--- config.mk ---
export PLATFORM = sky130hd
export DESIGN_NAME = layer_gather
export DESIGN_NICKNAME = d
export VERILOG_FILES = /design/src/design/nn_format_pkg.sv /design/src/design/layer_gather.sv
export SDC_FILE = /design/constraint.sdc
export NUM_CORES = 1
export LEC_CHECK = 0
export ABC_AREA = 1
export BUFFER_PORTS_ARGS = -buffer_cell sky130_fd_sc_hd__buf_4
export CORE_AREA = 2 2 94 78
export DETAILED_ROUTE_END_ITERATION = 8
export DIE_AREA = 0 0 96 80
export PLACE_DENSITY = 0.87
export SLEW_MARGIN = 20
export SYNTH_ARGS = -nofsm -noshare
export SYNTH_HDL_FRONTEND = slang
export SYNTH_SLANG_ARGS = --single-unit
--- constraint.sdc ---
create_clock -name clock -period 4.25 [get_ports clock]
set_input_delay 0.6375 -clock clock [delete_from_list [all_inputs] [get_ports clock]]
set_output_delay 0.6375 -clock clock [all_outputs]
set_load 0.1 [all_outputs]
--- src/design/nn_format_pkg.sv ---
package nn_format_pkg;

  // All fixed-point values carry the same number of fraction bits
  localparam int FRAC_BITS = 8;

  // Activation or input value, fraction only
  typedef logic [FRAC_BITS-1:0] act_t;

  // Signed operand, an act_t widened with a zero sign bit
  typedef logic signed [FRAC_BITS:0] standard_t;

  // Weight, bias, accumulator and delta
  typedef logic signed [2*(FRAC_BITS+1)-1:0] extended_t;

  // Incoming delta and outgoing error
  typedef logic signed [2*FRAC_BITS-1:0] grad_t;

endpackage

--- src/design/layer_gather.sv ---
`timescale 1ns/1ps

module layer_gather #(
  parameter int NUM_INPUTS = 2,
  parameter int NUM_NODES  = 1
) (
  input  logic                                                  clock,
  input  logic                                                  reset,

  input  logic [NUM_NODES-1:0]                                  node_result_valid,
  input  nn_format_pkg::act_t [NUM_NODES-1:0]                   node_result_data,
  output logic [NUM_NODES-1:0]                                  node_result_ready,

  input  logic [NUM_NODES-1:0]                                  node_error_valid,
  input  nn_format_pkg::grad_t [NUM_NODES-1:0][NUM_INPUTS-1:0]  node_error_data,
  output logic [NUM_NODES-1:0]                                  node_error_ready,

  output logic                                                  result_valid,
  output nn_format_pkg::act_t [NUM_NODES-1:0]                   result_data,
  input  logic                                                  result_ready,

  output logic                                                  error_valid,
  output nn_format_pkg::grad_t [NUM_INPUTS-1:0]                 error_data,
  input  logic                                                  error_ready
);
  import nn_format_pkg::*;

  // Wide enough that the running sum never wraps
  localparam int SUM_BITS = $bits(grad_t) + $clog2(NUM_NODES + 1);
  typedef logic signed [SUM_BITS-1:0] sum_t;

  localparam sum_t GRAD_MAX = sum_t'(2 ** ($bits(grad_t) - 1) - 1);
  localparam sum_t GRAD_MIN = -sum_t'(2 ** ($bits(grad_t) - 1));

  logic [NUM_NODES-1:0] result_full;
  logic [NUM_NODES-1:0] error_mask;
  logic [NUM_NODES-1:0] result_take;
  logic [NUM_NODES-1:0] error_take;

  sum_t error_sum [NUM_INPUTS];
  sum_t sum_next  [NUM_INPUTS];

  function automatic grad_t saturate(sum_t value);
    if (value > GRAD_MAX) begin
      return GRAD_MAX[$bits(grad_t)-1:0];
    end
    if (value < GRAD_MIN) begin
      return GRAD_MIN[$bits(grad_t)-1:0];
    end
    return value[$bits(grad_t)-1:0];
  endfunction

  assign node_result_ready = ~result_full;
  assign node_error_ready  = ~error_mask;
  assign result_take = node_result_valid & node_result_ready;
  assign error_take  = node_error_valid & node_error_ready;
  assign result_valid = &result_full;
  assign error_valid  = &error_mask;

  always_ff @(posedge clock) begin
    if (reset) begin
      result_full <= '0;
    end else if (result_valid && result_ready) begin
      result_full <= '0;
    end else begin
      result_full <= result_full | result_take;
    end
  end

  always_ff @(posedge clock) begin
    for (int n = 0; n < NUM_NODES; n++) begin
      if (result_take[n]) begin
        result_data[n] <= node_result_data[n];
      end
    end
  end

  // Several nodes may arrive in the same cycle
  always_comb begin
    for (int i = 0; i < NUM_INPUTS; i++) begin
      sum_next[i] = error_sum[i];
      for (int n = 0; n < NUM_NODES; n++) begin
        if (error_take[n]) begin
          sum_next[i] = sum_next[i] + sum_t'(node_error_data[n][i]);
        end
      end
      error_data[i] = saturate(error_sum[i]);
    end
  end

  always_ff @(posedge clock) begin
    if (reset || (error_valid && error_ready)) begin
      error_mask <= '0;
      for (int i = 0; i < NUM_INPUTS; i++) begin
        error_sum[i] <= '0;
      end
    end else begin
      error_mask <= error_mask | error_take;
      for (int i = 0; i < NUM_INPUTS; i++) begin
        error_sum[i] <= sum_next[i];
      end
    end
  end

endmodule

# After elaboration in Yosys (flattened, before gate mapping)
# Memories as Yosys holds them, arrays and structs flattened.
# Index checks and enable logic that the tools add are counted.
# totals
reg_bits	10
inputBits	46
word_cells	43
ram_bits	34
output_inout_bits	44
memories	1
# mem_list
memory	words	width	read_ports	rd_clocked_by_memory_dff	write_ports	line	source
error_sum	2	17	2	0	2	layer_gather.sv:40	sum_t error_sum [NUM_INPUTS];
# classes
addsub	2
n_lt_le_gt_ge	4
reduce_logical	4
mux	21
n_bitwise	8
# op_table
op	count
$mux 16	8
$mux 17	4
$add 17x16->17	2
$gt 17x16->1 const B	2
$lt 17x16->1 const B	2
$mux 1	9
$or 1x1->1	4
$and 1x1->1	2
$logic_and 1x1->1	2
$not 1->1	2
$reduce_or 2->1	1
$logic_or 1x1->1	1

# Logic depth before layout (Yosys ltp)
# depth
word_depth	5
mapped_depth	12
depth_no_buf	12

# Worst setup path before layout
# OpenSTA, ideal clock, no wires.
# synth_timing
path_kind	reg-to-output
start	mem error_sum[0][32] (netlist name)
end	out error_data[28] (netlist name)
path_stages_with_launch	5
path_slack_ps	1260
n_path_buf	2
arrival_time_ps	2353
required_time_ps	3612
path_cell_list	dfxtp_1 > clkbuf_1 > nand2_1 > buf_2 > a21oi_1
# synth_rtl
element	line	source
from (decl)	layer_gather.sv:40	
to (decl)	layer_gather.sv:23	output nn_format_pkg::grad_t [NUM_INPUTS-1:0] error_data,

==> impl_results.md <==
- Starting DRT DRC Count: 285
- CP Capture Type: output port
- Reg clk slew, reported paths: 0.09 ns
- Hold-fix buffers at CTS: 0
- Pin count of the biggest net entering global routing: 44
- R2R cell count: 5
- Initial antenna violation count: 0
- Commonest non-fill, non-tap cell in the layout: nand2_1
- Worst-margin pin slew: roughly 0.80 ns
- Core area: 0.00672 mm2
- Chip height: 80 um
- Crit Path Category: reg -> out
- Area growth syn-to-layout: 19.7%
- Setup slack, reg-to-reg: 2.34 ns
- Clk root buf: clkbuf_8
- First-pass GRT wire length: 16.9 mm
- Total number of vias: around 4300
- Reg power frac: roughly 28%
- Worst path required time: 3.61 ns
- Number of distinct library cells after synthesis: 28
- Sequential element share of the synthesized area: approximately 25%
- Hold Vio Cnt, Final: 0
- Synth Warn #: 0
- Diodes inserted: 0
- Antenna-violating nets left: 0
- RSZ-0062 raised after global routing: false
- FP Rows: 27
- Bufs on Longest Clock Path: 2
- Sw Ratio: a little over half
- Cells on Worst Hold Path: 1
- Layout Skew: around 0.017 ns
- Post-synthesis register bit count: 44
- Hold Path Origin: node_result_data[2]
- Starting density of the core: 58.0%
- Max Clock Freq: 0.384 GHz
- Net Switching: around 930 uW
- Setup_tns: 0 ns
- Pwr dens: 379 mW/mm2
- Power consumption: 1770 uW
- Non-Filler Instances: 819
- Internal: 837 uW
- Top cells by area, synth: nand2_1, dfxtp_1, inv_1
- Slew HR: 47.0%
- Critical Path Start Type: flop
- Worst-skew pair later-pin latency: 0.30 ns
- Worst R2R Start: error_valid
- I/O Buffers: between 80 and 90
- Hold Path Class: in -> reg
- Gpl congestion: 0.946
- Vias per cell: 5.20
- Worst R2R End: error_sum[0][12]
- WL/cell: around 13 um
- # IOs: 90
- Dpl hpwl: 8.12 mm
- Total GRT Usage: 27.8%
- Most frequent cells in the layout: nand2_1, inv_1, buf_4, a21oi_1, nand3_1
- Cell Area, Synth: 0.00390 mm2
- CTS buffer count: 5
- Syn Area/Cell: 6.01 um2
- Die area: 0.00768 mm2
- GRT Residual Overflow: 0
- Crit path arrival time: 1.97 ns
- # clock sinks: 44
- H-tree depth: 2
- Comb pwr share: 57.2%
- Post-CTS Resized: 0
- Vias in the first global route: 3818
- Final wirelength: 10.5 mm
- Syn_nets: 729
- Clock power share: 14.9%
- Maximum Capacitance Violations: 0
- Post-CTS Setup Bufs: 0
- Fillers: approximately 630
- Status: completed
- Share of cells above drive strength 1: 15.0%
- Hold Path End: result_data[2]
- CTS tree: yes
- Post-route clock period utilization: 61.3%
- Drt pass-1 iters: 5
- Max-slew violations: 0
- # DRC: 0
- Cell taking the most area after synthesis: nand2_1
- Peak supply drop: 0.000293 V
- Fin crit period: approximately 2.6 ns
- Cell count after synthesis: 649
- CP Max Fanout: 15
- Nets: 811
- Post-synth top area share: 20.2%
- Die X: 96 um
- Placed Cells incl. Taps: 811
- # setup viols final: 0
- P_leak: between 0.002 and 0.003 uW
[routing by layer]
metal	share of wire, %	GRT usage (%)
met2	45	44.3
met4	0.78	7.71
met5	0	0
met3	8.6	6.61
met1	46	37.2
[logic make-up (layout without fill, tap and decap cells)]
group / Yosys count / count (layout) / synth area share [%]
simple gates: 313 / 313 / 33.6
buf+inv: 163 / 246 / 16.7
compound gates: 87 / 87 / 11.9
flops: 44 / 44 / 24.6
fa+ha+maj: 34 / 34 / 11.3
xor+xnor: 8 / 8 / 1.80
[registers in the layout, indices dropped and copies added (netlist names)]
signal        cells
error_sum        34
result_data       8
error_valid       1
result_valid      1
[metrics by stage]
stage | setup slack (ns) | cell area (um2) | hold WS (ns) | util [%]
after floorplan | 1.26 | 3900 | 0.486 | -
after global placement | 2.02 | 4590 | 0.502 | 68.2
after detailed placement | 1.98 | 4590 | 0.507 | 68.2
after CTS | 1.70 | 4670 | 0.496 | 69.4
after global routing | 1.52 | 4670 | 0.490 | 69.4
final | 1.64 | 4670 | 0.502 | 69.4
[critical path, stage by stage (launching register included)]
cell and delay, ns:
dfxtp_1 0.60, nand2_1 0.45, a21oi_1 0.28, buf_4 0.32
[cell usage after synthesis (all sizes together)]
library cell / count
nand3: 52
dfxtp: 36
fa: 2
clkbuf: 6
nor3: 8
o21ai: 24
nand2: 212
edfxtp: 8
ha: 32
xnor2: 8
o211ai: 8
a21oi: 54
nor2: 33
inv: 148
nand3b: 4
or2: 4
a211oi: 1
buf: 9
[area by class of cell]
| type | count | area (um2) | share of cell area [%] |
|---|---|---|---|
| inverter | 148 | 556 | 11.9 |
| sequential | 44 | 961 | 20.6 |
| timing repair buffer | 90 | 676 | 14.5 |
| multi-input combinational | 442 | 2290 | 49.0 |
| tap | 87 | 109 | 2.33 |
| clock buffer | 7 | 76.3 | 1.63 |
| clock inverter | 1 | 5.00 | 0.107 |
[power by group through the flow]
stage	combinational [uW]	clock [uW]	sequential, uW
after floorplan	758	0	534
after global routing	1080	289	498
after detailed placement	1000	0	502
after global placement	984	0	500
after CTS	1010	268	493
final	1010	264	494
[worst max path at each step]
stage / cells after the start / slack, ns / end / from
2_1_floorplan: 4 / 1.26 / error_data[28] / error_sum[0][32]
3_3_place_gp: 6 / 2.02 / error_sum[0][12] / error_ready
3_5_place_dp: 13 / 1.98 / error_sum[0][27] / node_error_data[16]
4_1_cts: 3 / 1.70 / error_data[4] / error_sum[0][15]
5_1_grt: 3 / 1.52 / error_data[13] / error_sum[0][15]
6_report: 3 / 1.64 / error_data[14] / error_sum[0][15]
No activity file was read; power rests on OpenSTA's default activity.
