[src/design/nn_format_pkg.sv]
package nn_format_pkg;

  // All fixed-point values carry the same number of fraction bits
  localparam int FRAC_BITS = 8;

  // Activation or input value, fraction only
  typedef logic [FRAC_BITS-1:0] act_t;

  // Signed operand, an act_t widened with a zero sign bit
  typedef logic signed [FRAC_BITS:0] standard_t;

  // Weight, bias, accumulator and delta
  typedef logic signed [2*(FRAC_BITS+1)-1:0] extended_t;

  // Incoming delta and outgoing error
  typedef logic signed [2*FRAC_BITS-1:0] grad_t;

endpackage

[src/design/layer_dispatch.sv]
`timescale 1ns/1ps

module layer_dispatch #(
  parameter int NUM_INPUTS = 2,
  parameter int NUM_NODES  = 1
) (
  input  logic                                  clock,
  input  logic                                  reset,

  input  logic                                  sample_valid,
  input  nn_format_pkg::act_t [NUM_INPUTS-1:0]  sample_data,
  output logic                                  sample_ready,

  input  logic                                  delta_valid,
  input  nn_format_pkg::grad_t [NUM_NODES-1:0]  delta_data,
  output logic                                  delta_ready,

  output logic [NUM_NODES-1:0]                  node_sample_valid,
  output nn_format_pkg::act_t [NUM_INPUTS-1:0]  node_sample_data,
  input  logic [NUM_NODES-1:0]                  node_sample_ready,

  output logic [NUM_NODES-1:0]                  node_delta_valid,
  output nn_format_pkg::grad_t [NUM_NODES-1:0]  node_delta_data,
  input  logic [NUM_NODES-1:0]                  node_delta_ready
);

  // One bit per node that has not yet taken the held item
  logic [NUM_NODES-1:0] sample_pending;
  logic [NUM_NODES-1:0] delta_pending;

  assign sample_ready = ~|sample_pending;
  assign delta_ready  = ~|delta_pending;
  assign node_sample_valid = sample_pending;
  assign node_delta_valid  = delta_pending;

  always_ff @(posedge clock) begin
    if (reset) begin
      sample_pending <= '0;
    end else if (sample_valid && sample_ready) begin
      sample_pending <= '1;
    end else begin
      sample_pending <= sample_pending & ~node_sample_ready;
    end
  end

  always_ff @(posedge clock) begin
    if (sample_valid && sample_ready) begin
      node_sample_data <= sample_data;
    end
  end

  // Each node gets its own element of the delta vector
  always_ff @(posedge clock) begin
    if (reset) begin
      delta_pending <= '0;
    end else if (delta_valid && delta_ready) begin
      delta_pending <= '1;
    end else begin
      delta_pending <= delta_pending & ~node_delta_ready;
    end
  end

  always_ff @(posedge clock) begin
    if (delta_valid && delta_ready) begin
      node_delta_data <= delta_data;
    end
  end

endmodule

[config.mk]
export PLATFORM = sky130hd
export DESIGN_NAME = layer_dispatch
export DESIGN_NICKNAME = d
export VERILOG_FILES = /design/src/design/nn_format_pkg.sv /design/src/design/layer_dispatch.sv
export SDC_FILE = /design/constraint.sdc
export NUM_CORES = 1
export LEC_CHECK = 0
export BUFFER_PORTS_ARGS = -buffer_cell sky130_fd_sc_hd__buf_2
export CAP_MARGIN = 20
export CORE_UTILIZATION = 37
export CTS_BUF_LIST = sky130_fd_sc_hd__clkbuf_8
export CTS_CLUSTER_DIAMETER = 60
export DETAILED_ROUTE_END_ITERATION = 8
export MAX_ROUTING_LAYER = met4
export PLACE_DENSITY = 0.74
export SLEW_MARGIN = 40
export SYNTH_ARGS = -nofsm -noshare
export SYNTH_HDL_FRONTEND = slang
export SYNTH_SLANG_ARGS = --single-unit
[constraint.sdc]
create_clock -name clock -period 1.4 [get_ports clock]
set_input_delay 0.07 -clock clock [delete_from_list [all_inputs] [get_ports clock]]
set_output_delay 0.07 -clock clock [all_outputs]
set_load 0.03 [all_outputs]
# Yosys cells after proc, flatten, opt, wreduce, memory -nomap -nowiden
# Index checks and enable logic that the tools add are counted.
[totals]
register_bits = 34
inputBits = 38
output_inout_bits = 36
word_cells = 15
[op_classes]
muxes = 2
n_bitwise = 4
reduce_logical = 4
[ops]
columns = ["op", "n"]
rows = [
  ["1-bit bitwise AND", 2],
  ["1-bit logical AND", 2],
  ["1-bit logical NOT", 2],
  ["1-bit two-way mux", 2],
  ["1-bit NOT", 2],
]

# Longest topological paths before layout
# Gate-level depths: netlist of run 1.
[logic_depth]
depth_word = 3
mapped_depth = 2
depth_no_buf = 2

# Least setup slack after synthesis of run 1
# OpenSTA, ideal clock, no wires.
[synth_path]
kind = "register to register"
from = "register sample_pending, in the netlist node_sample_valid"
to = "register node_sample_data[0] in the netlist's numbering (enable)"
setup_time_ps = 392
t_arrival_ps = 1236
required_ps = 1008
setup_slack_ps = -228
stages_incl_launch_ff = 2
path_buffers = 0
period_less_slack_ps = 1628
cell_sequence = "dfxtp_1 nor2b_1"
[synth_via]
elab_chain_len = 2
[synth_rtl]
columns = ["element", "line_no", "text"]
rows = [
  ["from (decl)", "layer_dispatch.sv:28", "logic [NUM_NODES-1:0] sample_pending;"],
  ["from (signal assigned)", "layer_dispatch.sv:42", "sample_pending <= sample_pending & ~node_sample_ready;"],
  ["1-bit logical NOT", "layer_dispatch.sv:31", "assign sample_ready = ~|sample_pending;"],
  ["1-bit logical AND", "layer_dispatch.sv:47", "if (sample_valid && sample_ready) begin"],
  ["to (signal assigned)", "layer_dispatch.sv:48", "node_sample_data <= sample_data;"],
  ["to (decl)", "layer_dispatch.sv:19", "output nn_format_pkg::act_t [NUM_INPUTS-1:0] node_sample_data,"],
]
# No other way between the ends.
# A chain may end at the register's enable or synchronous reset.

# Worst setup path after layout of run 1
[layout_path]
from = "input node_delta_ready"
to = "register delta_pending, in the netlist node_delta_valid"
[layout_via]
elab_chain_len = 3
[layout_rtl]
columns = ["element", "line_no", "text"]
rows = [
  ["from (decl)", "layer_dispatch.sv:24", "input logic [NUM_NODES-1:0] node_delta_ready"],
  ["1-bit NOT", "layer_dispatch.sv:59", "delta_pending <= delta_pending & ~node_delta_ready;"],
  ["1-bit bitwise AND", "layer_dispatch.sv:59", ""],
  ["1-bit two-way mux", "layer_dispatch.sv:56", "end else if (delta_valid && delta_ready) begin"],
  ["to (signal assigned)", "layer_dispatch.sv:59", ""],
  ["to (decl)", "layer_dispatch.sv:29", "logic [NUM_NODES-1:0] delta_pending;"],
]
# No other way between the ends.

==> metrics.md, run 1 <==
| Metric | Value |
|---|---|
| Top_reg_cell synth | edfxtp_1 |
| Worst Setup Start Kind | input pin |
| Largest net degree at the start of global routing | 18 |
| Buf/Inv on CP | 3 |
| Remaining DRCs | 0 |
| DIE AREA | 3050 sq um |
| Top cells by count, synth | edfxtp_1 (32), nor2b_1 (3), dfxtp_1 (2), inv_1 (2) |
| Die H | around 55 um |
| Combinational family with the most area after synthesis | simple AND/OR/NAND/NOR gates |
| Clk root buf | clkbuf_8 |
| Crit path top cell by count | dlygate4sd3_1 |
| Max-capacitance violation count | 0 |
| Max frequency | 798 MHz |
| GPL Wtd Cong | around 0.71 |
| Pwr Total | 2.20 mW |
| Fin. max-slew vios | 0 |
| Ys Warns | 0 |
| WP data required | approximately 1.6 ns |
| Mapped Nets | 80 |
| Final setup vio count | 0 |
| Worst setup path category | in -> reg |
| Most numerous cell in the Yosys netlist | edfxtp_1 |
| Initial Utilization | 0.408 |
| Crit-path cells | dlygate4sd3_1 -> buf_2 -> a211oi_1 -> dlygate4sd3_1 |
| Num CTS Buffers | 5 |
| Adder and majority gate portion of the synthesized area | 0 |
| Peak supply drop | roughly 0.94 mV |
| Compound-Gate Fraction of Synth Area | 0.0167 |
| Critical path's top delay family | buffers and inverters |
| Area grow syn2layout | 80.7% |
| CTS Buffer Depth | 2 |
| Top cell type by total area after synthesis | edfxtp_1 |
| CTS tree | yes |
| Ranking of synthesized cells by area | edfxtp_1 (92%), dfxtp_1 (3.8%), nor2b_1 (1.8%), o21ba_2 (0.95%), a211oi_1 (0.72%) |
| Synthesized flop and latch total | 34 |
| H-tree depth | 2 |
| Vias in the first global route | between 800 and 900 |
| Post-Route WL | 2.56 mm |
| Share of the yosys chip area belonging to registers | 0.955 |
| Worst Hold Class | in -> reg |
| Initial antenna violation count | 0 |
| Final min period | around 1.3 ns |
| Worst Tran Pin Value | 0.218 ns |
| DR pass1 iterations | 4 |
| Wirelength per Cell | around 13 um |
| Crit path arrival time | around 1.5 ns |
| Rows | 18 |
| Share of layout cells above drive strength 1 | 0.522 |
| Setup Skew | approximately 0.0034 ns |
| Final worst-path cycle share | 0.896 |
| Global route overflow | 0 |
| Post-synth top area share | 0.916 |
| Slowest CP cell | dlygate4sd3_1 |
| Fin nets | just under 200 |
| Worst setup EP type | flip-flop |
| TritonCTS sink count | 34 |
| Final hold vios | 0 |
| ANT nets after route | 0 |
| Crit-path max cell delay | 0.56 ns |
| Unrepaired setup endpoints after global routing | no |
| Rel. slew slack | 0.854 |
| Core area | around 2600 sq um |
| Chip width | about 55 um |
| First-pass GRT wire length | about 4.0 mm |
| Total GRT Usage | 0.185 |
| Via count | 817 |
| Syn_area_per_cell | between 20 and 25 sq um |
| Leakage power | approximately 0.84 nW |
| Share of flip-flops with an asynchronous set or reset | 0 |
| Post-synthesis simple-gate area fraction | 0.0215 |
| Netlist Area Pre-Place | about 1000 sq um |
| Ports | 74 |
| Mux contribution to synthesized area | 0 |
| Drt via density | between 4 and 5 |
| XOR/XNOR share of the synthesized area | 0 |
| Clock Latency Late Sink | between 0.2 and 0.3 ns |
| # fillers | between 150 and 200 |
| Synth unique cells | 7 |
| Violation count after the first detailed-route iteration | 8 |
| Status | finished clean |
| Post-route setup TNS | 0 ns |
| Number of port buffers | 73 |
| Post-synth EDFFs | 32 |
| Synthesized instance count | between 40 and 50 |
| Crit path max fanout | 1 |
| Clock transition at path regs | about 0.060 ns |
| Power per cell area | around 1200 nW/um^2 |
-- report_power, final --
group / total [mW] / internal (mW) / switching [mW] / leakage [nW]
clock network: 0.637 / 0.330 / 0.307 / 0.0519
registers: 1.20 / 1.19 / 0.0180 / 0.323
logic: 0.360 / 0.152 / 0.208 / 0.461
-- final timing paths --
kind,start,endpoint,slack [ns],depth (start not counted)
worst max-delay path,node_delta_ready,node_delta_valid$_SDFF_PP0_,0.15,4
worst min-delay path,reset,node_sample_valid$_SDFF_PP0_,0.08,2
worst max register to register,node_delta_valid$_SDFF_PP0_,node_delta_valid$_SDFF_PP0_,0.16,3
worst min register to register,node_sample_valid$_SDFF_PP0_,node_sample_valid$_SDFF_PP0_,0.69,2
-- sequential cells by signal, summed over array words and instances (netlist names) --
| register | count |
|---|---|
| node_sample_valid | 1 |
| node_delta_valid | 1 |
| node_delta_data | 16 |
| node_sample_data | 16 |
-- kinds of logic after synthesis --
group / count (synthesis)
AO/OA/AOI/OAI: 2
buffers and inverters: 2
AND/OR/NAND/NOR: 4
flip-flops: 34
-- cell type report --
type / count / area [sq um] / share of cell area
clock buffer: 5 / 68.8 / 0.0363
clock inverter: 3 / 11.3 / 0.00594
inverter: 2 / 7.51 / 0.00396
multi-input combinational: 6 / 45.0 / 0.0238
antenna: 1 / 2.50 / 0.00132
timing repair buffer: 109 / 721 / 0.380
tap: 30 / 37.5 / 0.0198
sequential: 34 / 1000 / 0.528
-- layer usage --
layer  part of all wire  GRT usage  vias to the layer above
li1                   -          -                      392
met1               0.35      0.189                      375
met5                  0          -                        -
met3              0.060     0.0515                        7
met4              0.023      0.129                        0
met2               0.57      0.306                       43
-- per-stage QoR --
step           hold slack, ns  instance area, sq um   util  cells  setup slack, ns
5_1_grt                0.0739                  1890  0.737    189           0.0706
4_1_cts                0.0707                  1890  0.737    189            0.149
2_1_floorplan           0.148                  1050      -     42           0.0782
3_3_place_gp            0.248                  1470  0.573    147            0.436
6_report               0.0812                  1890  0.738    190            0.146
3_5_place_dp            0.248                  1470  0.573    147            0.403
-- placed cells by master, fill, tap and decap left out --
master,Yosys,layout
a211oi_1,1,1
buf_2,0,73
buf_4,0,2
clkbuf_8,0,5
dfxtp_1,2,2
diode_2,0,1
dlygate4sd3_1,0,34
edfxtp_1,32,32
inv_1,2,5
nor2_1,1,1
nor2b_1,3,1
nor2b_2,0,2
o21ba_2,1,1
-- repair_timing --
action	CTS	global route
setup buffers	0	0
resized for setup	0	0
hold endpoints to repair	33	0
hold buffers	34	0
(Power assumes the default switching activity.)
==> run 2: changes to the inputs <==
CTS_BUF_LIST = sky130_fd_sc_hd__clkbuf_4 sky130_fd_sc_hd__clkbuf_8   (was sky130_fd_sc_hd__clkbuf_8)
==> run 2 against run 1 <==
Compared with the run above: count of clock-buffer cells in the layout up 3; total power down 4.1%; utilization down 0.88 points; hold slack worse by 0.055 ns; maximum frequency up 0.17%; final cell count down 0.53%; sequential power about the same; die area unchanged; critical path depth down 1.
==> metrics.md, run 2 (synthesis gave the netlist of run 1 again) <==
| Metric | Value |
|---|---|
| Final min period | 1.25 ns (-0.00216 ns) |
| # fillers | 182 (+2.8%) |
| Clk root buf | clkbuf_4 |
| Post-Route WL | 2.40 mm (-6.3%) |
| Max-capacitance violation count | 0 (unchanged) |
| DR pass1 iterations | 4 (unchanged) |
| Clock transition at path regs | 0.09 ns (+0.03 ns) |
| Initial Utilization | 0.408 (unchanged) |
| Worst setup path category | reg -> reg |
| Area of the multi-input gates | 45.0 sq um (unchanged) |
| Fin. max-slew vios | 0 (unchanged) |
| Ports | 74 (unchanged) |
| Violation count after the first detailed-route iteration | 7 (-1) |
| Status | finished clean |
| Internal power | 1.59 mW (-4.5%) |
| Largest regs | node_delta_data: 16 flops, node_sample_data: 16 flops |
| Power per cell area | 1130 nW/um^2 (-2.9%) |
| Final hold vios | 0 (unchanged) |
| Chip width | 55.2 um (unchanged) |
| Worst Tran Pin Value | 0.211 ns (-0.00781 ns) |
| Max frequency | 799 MHz (+0.17%) |
| Remaining DRCs | 0 (unchanged) |
| Post-CTS setup buffer count | 0 (unchanged) |
| Share of layout cells above drive strength 1 | 0.541 (+0.0189) |
| Setup Skew | 0.00691 ns (+0.00349 ns) |
| Ant. Diodes | 0 (-1) |
| Combinational share of power | 0.170 (+0.006) |
| Sw frac | 0.245 (+0.00315) |
| Worst Setup Start Kind | flip-flop |
| Via count | 802 (-1.8%) |
| First-pass GRT wire length | 3.75 mm (-6.4%) |
| Worst Hold Class | in -> reg |
| Post-route setup TNS | 0 ns (unchanged) |
| Crit path max fanout | 5 (+4) |
| ANT nets after route | 0 (unchanged) |
| Fin nets | 196 (unchanged) |
| Num CTS Buffers | 5 (unchanged) |
| Post-CTS Hold Fix Bufs | 34 (unchanged) |
| Final worst-path cycle share | 0.894 (-0.00154) |
| Unrepaired setup endpoints after global routing | no |
| GPL Wtd Cong | 0.711 (unchanged) |
| Vias in the first global route | 819 (-5.1%) |
| H-tree depth | 2 (unchanged) |
| WP data required | 1.67 ns (+0.05 ns) |
| Clock power frac | 0.261 (-0.028) |
| CTS tree | yes |
| Worst setup EP type | flip-flop |
| Global route overflow | 0 (unchanged) |
| Most frequent cells in the layout | buf_2 (73), dlygate4sd3_1 (34), edfxtp_1 (32) |
| Reg2Reg Depth | 3 (unchanged) |
| Seq. cell area | 1000 sq um (unchanged) |
| Resized Gates After CTS | 0 (unchanged) |
| Leakage power | 0.822 nW (-1.8%) |
| Rows | 18 (unchanged) |
| Switch Pwr | 0.518 mW (-2.8%) |
| DP Cell Count | 147 (unchanged) |
| Hold path depth | 2 (unchanged) |
| Peak supply drop | 0.940 mV (+0.39%) |
| CTS Buffer Depth | 2 (unchanged) |
| Reg-to-reg slack, setup | 0.15 ns (about the same) |
| Wirelength per Cell | 12.7 um (-5.8%) |
| Total GRT Usage | 0.176 (-0.00870) |
| Drt via density | 4.24 (-1.3%) |
| Initial antenna violation count | 0 (unchanged) |
| Largest net degree at the start of global routing | 18 (unchanged) |
| Final setup vio count | 0 (unchanged) |
| TritonCTS sink count | 34 (unchanged) |
| Clock Latency Late Sink | 0.33 ns (+0.05 ns) |
| Number of port buffers | 73 (unchanged) |
| Rel. slew slack | 0.860 (+0.00521) |
| DIE AREA | 3050 sq um (unchanged) |
| Commonest non-fill, non-tap cell in the layout | buf_2 |
| Die H | 55.2 um (unchanged) |
| Core area | 2570 sq um (unchanged) |
| Sequential share of power | 0.569 (+0.022) |
| Final non-filler cell total | 189 (-0.53%) |
| Crit path arrival time | 1.52 ns (+0.05 ns) |
| Area grow syn2layout | 78.5% |
[run 2: cell types whose count changed in the layout (fill, tap and decap cells not counted)]
cell / before / now
clkbuf_4: 0 / 8
clkbuf_8: 5 / 0
inv_1: 5 / 2
diode_2: 1 / 0
[run 2: power groups by stage]
| stage | clock network (mW) | registers (mW) | logic [mW] |
|---|---|---|---|
| after global placement | 0 | 1.22 | 0.279 |
| after floorplan | 0 | 1.35 | 0.0382 |
| after CTS | 0.569 | 1.20 | 0.360 |
| final | 0.552 | 1.20 | 0.359 |
| after detailed placement | 0 | 1.23 | 0.285 |
| after global routing | 0.601 | 1.21 | 0.379 |
[run 2: worst max-delay path, stage by stage, from the launching register on]
cell and delay (ns):
dfxtp_1 0.42, nor2_1 0.07, a211oi_1 0.14, dlygate4sd3_1 0.56
[run 2: final cells by class]
type                            count  area share
Clock buffer                        8      0.0321
Inverter                            2     0.00401
Multi-Input combinational cell      6      0.0241
Sequential cell                    34       0.535
Tap cell                           30      0.0201
Timing Repair Buffer              109       0.385
[run 2: per-stage QoR]
step	hold WS [ns]	util	setup WS, ns	cell area, sq um	power [mW]
floorplan	0.148	-	0.0782	1050	1.39
global placement	0.248	0.573	0.436	1470	1.50
detailed placement	0.248	0.573	0.403	1470	1.51
CTS	0.00804	0.729	0.160	1870	2.13
global route	0.00602	0.729	0.0628	1870	2.19
finish	0.0265	0.729	0.148	1870	2.11
[run 2: path summary, 6_finish.rpt]
kind | startpoint | endpoint
setup / recovery | node_delta_valid$_SDFF_PP0_ | node_delta_valid$_SDFF_PP0_
hold / removal | reset | node_sample_valid$_SDFF_PP0_
setup reg to reg | node_delta_valid$_SDFF_PP0_ | node_delta_valid$_SDFF_PP0_
hold reg to reg | node_sample_valid$_SDFF_PP0_ | node_sample_valid$_SDFF_PP0_
[run 2: layer usage]
layer	global-route usage	vias up	wire, um
met3	0.0468	10	148
met4	0.129	0	84
met1	0.189	359	881
met5	-	-	0
li1	-	391	-
met2	0.281	42	1290
==> run 3: changes to the inputs <==
CAP_MARGIN = 10   (was 20)
CTS_BUF_LIST = sky130_fd_sc_hd__clkbuf_2   (was sky130_fd_sc_hd__clkbuf_4 sky130_fd_sc_hd__clkbuf_8)
PLACE_DENSITY = 0.76   (was 0.74)
==> run 3 against run 2 <==
Compared with the run above: setup slack lost 0.036 ns; utilization shrank 0.93 points; wire length grew 0.63%; clock skew grew 0.0069 ns; critical path type unchanged.
==> metrics.md, run 3 (synthesis gave the netlist of run 1 again) <==
| Metric | Value |
|---|---|
| Detailed placement HPWL | 1.59 mm |
| CTS Buffer Depth | 2 (unchanged) |
| Pwr Total | 1.95 mW (-7.7%) |
| CTS tree | yes |
| Clock Latency Late Sink | 0.35 ns (+0.02 ns) |
| Peak supply drop | 0.835 mV (-11%) |
| Post-Route WL | 2.42 mm (+0.63%) |
| Worst setup path category | reg -> reg |
| Max-capacitance violation count | 0 (unchanged) |
| Hold path depth | 3 (+1) |
| Rows | 18 (unchanged) |
| H-tree depth | 2 (unchanged) |
| Fin. max-slew vios | 0 (unchanged) |
| Ant. Diodes | 0 (unchanged) |
| Drt via density | 4.38 (+3.2%) |
| Global-route met2 utilization | 0.306 (+0.0258) |
| Commonest non-fill, non-tap cell in the layout | buf_2 |
| Busiest layer in global routing | met2 |
| Unrepaired setup endpoints after global routing | no |
| WP data required | 1.69 ns (+0.02 ns) |
| Crit-path max cell delay | 0.58 ns (+0.02 ns) |
| Power per cell area | 1060 nW/um^2 (-6.5%) |
| Global routing usage on met3 | 0.0351 (-0.0117) |
| DR pass1 iterations | 3 (-1) |
| Leakage power | 0.810 nW (-1.4%) |
| Wirelength per Cell | 12.8 um (+0.63%) |
| # fillers | 185 (+1.6%) |
| Num CTS Buffers | 5 (unchanged) |
| Slowest CP cell | dlygate4sd3_1 |
| Remaining DRCs | 0 (unchanged) |
| Final hold vios | 0 (unchanged) |
| ANT nets after route | 0 (unchanged) |
| Final non-filler cell total | 189 (unchanged) |
| Crit path max fanout | 5 (unchanged) |
| Die H | 55.2 um (unchanged) |
| Violation count after the first detailed-route iteration | 15 (+8) |
| First-pass GRT wire length | 3.84 mm (+2.6%) |
| Post-route setup TNS | 0 ns (unchanged) |
| Reg2Reg Depth | 3 (unchanged) |
| TritonCTS sink count | 34 (unchanged) |
| Setup Skew | 0.0138 ns (+0.00692 ns) |
| Initial Utilization | 0.408 (unchanged) |
| Total GRT Usage | 0.178 (+0.00157) |
| Final setup vio count | 0 (unchanged) |
| Crit-path cells | nor2_1 -> a211oi_1 -> dlygate4sd3_1 |
| Chip width | 55.2 um (unchanged) |
| Largest regs | node_delta_data: 16 flops, node_sample_data: 16 flops |
| Core area | 2570 sq um (unchanged) |
| Clock transition at path regs | 0.16 ns (+0.07 ns) |
| Rel. slew slack | 0.864 (+0.00451) |
| Area grow syn2layout | 76.3% |
| DP Cell Count | 147 (unchanged) |
| Worst Setup Start Kind | flip-flop |
| Share of layout cells above drive strength 1 | 0.522 (-0.0189) |
| Final min period | 1.29 ns (+0.0355 ns) |
| Max frequency | 777 MHz (-2.8%) |
| Crit path arrival time | 1.58 ns (+0.06 ns) |
| Most frequent cells in the layout | buf_2 (73), dlygate4sd3_1 (34), edfxtp_1 (32) |
| Grt met1 use | 0.183 (-0.00642) |
| Worst setup EP type | flip-flop |
| Global route overflow | 0 (unchanged) |
| Post-CTS setup buffer count | 0 (unchanged) |
| Number of port buffers | 73 (unchanged) |
| Vias in the first global route | 833 (+1.7%) |
| Ports | 74 (unchanged) |
| Final worst-path cycle share | 0.919 (+0.0254) |
| Largest net degree at the start of global routing | 18 (unchanged) |
| GPL Wtd Cong | 0.683 (-3.9%) |
| Via count | 828 (+3.2%) |
| Initial antenna violation count | 0 (unchanged) |
| DIE AREA | 3050 sq um (unchanged) |
| Clk root buf | clkbuf_2 |
| Worst Hold Class | in -> reg |
| Worst Tran Pin Value | 0.204 ns (-0.00677 ns) |
| Fin nets | 196 (unchanged) |
| Status | finished clean |
## run 3: changes by cell type in the layout (fill, tap and decap cells not counted)
cell,change
clkinv_1,+3
clkbuf_2,+5
clkbuf_4,-8
## run 3: power by group
part	internal, mW	switching, mW
Sequential	1.18	0.0183
Clock	0.107	0.282
Combinational	0.152	0.206
## run 3: per-stage QoR
stage / hold WS, ns / instance area (sq um) / util / setup slack, ns
after floorplan: 0.148 / 1050 / - / 0.0782
after global routing: 0.00138 / 1850 / 0.720 / 0.0583
final: 0.0245 / 1850 / 0.720 / 0.113
after CTS: 0.00908 / 1850 / 0.720 / 0.148
after global placement: 0.247 / 1470 / 0.573 / 0.436
after detailed placement: 0.248 / 1470 / 0.573 / 0.398
## run 3: critical path: cells and delay by family, from the launching register on
kind	cells	cell delay (ns)
DFF	1	0.44
buffers and inverters	1	0.58
AOI/OAI and AO/OA	1	0.15
and+or+nand+nor	1	0.07
## run 3: repair_timing
action	4_1_cts	5_1_grt
hold endpoints to repair	34	0
gates resized for setup	0	0
hold buffers	34	0
## run 3: layout make-up
type / count / area, sq um / area share
clock inverter: 3 / 11.3 / 0.00609
clock buffer: 5 / 25.0 / 0.0135
multi-input combinational: 6 / 45.0 / 0.0244
timing repair buffer: 109 / 721 / 0.390
sequential: 34 / 1000 / 0.542
inverter: 2 / 7.51 / 0.00406
tap: 30 / 37.5 / 0.0203
## run 3: worst paths after layout
kind	slack, ns	endpoint	startpoint
setup / recovery	0.11	node_delta_valid$_SDFF_PP0_	node_delta_valid$_SDFF_PP0_
hold / removal	0.02	node_sample_valid$_SDFF_PP0_	node_sample_ready
setup reg to reg	0.11	node_delta_valid$_SDFF_PP0_	node_delta_valid$_SDFF_PP0_
hold reg to reg	0.70	node_sample_valid$_SDFF_PP0_	node_sample_valid$_SDFF_PP0_
## run 3: per-layer routing
metal  vias to the layer above  share of wire
li1                        392              -
met2                        42           0.55
met1                       387           0.37
met3                         7          0.049
met5                         -              0
met4                         0          0.031
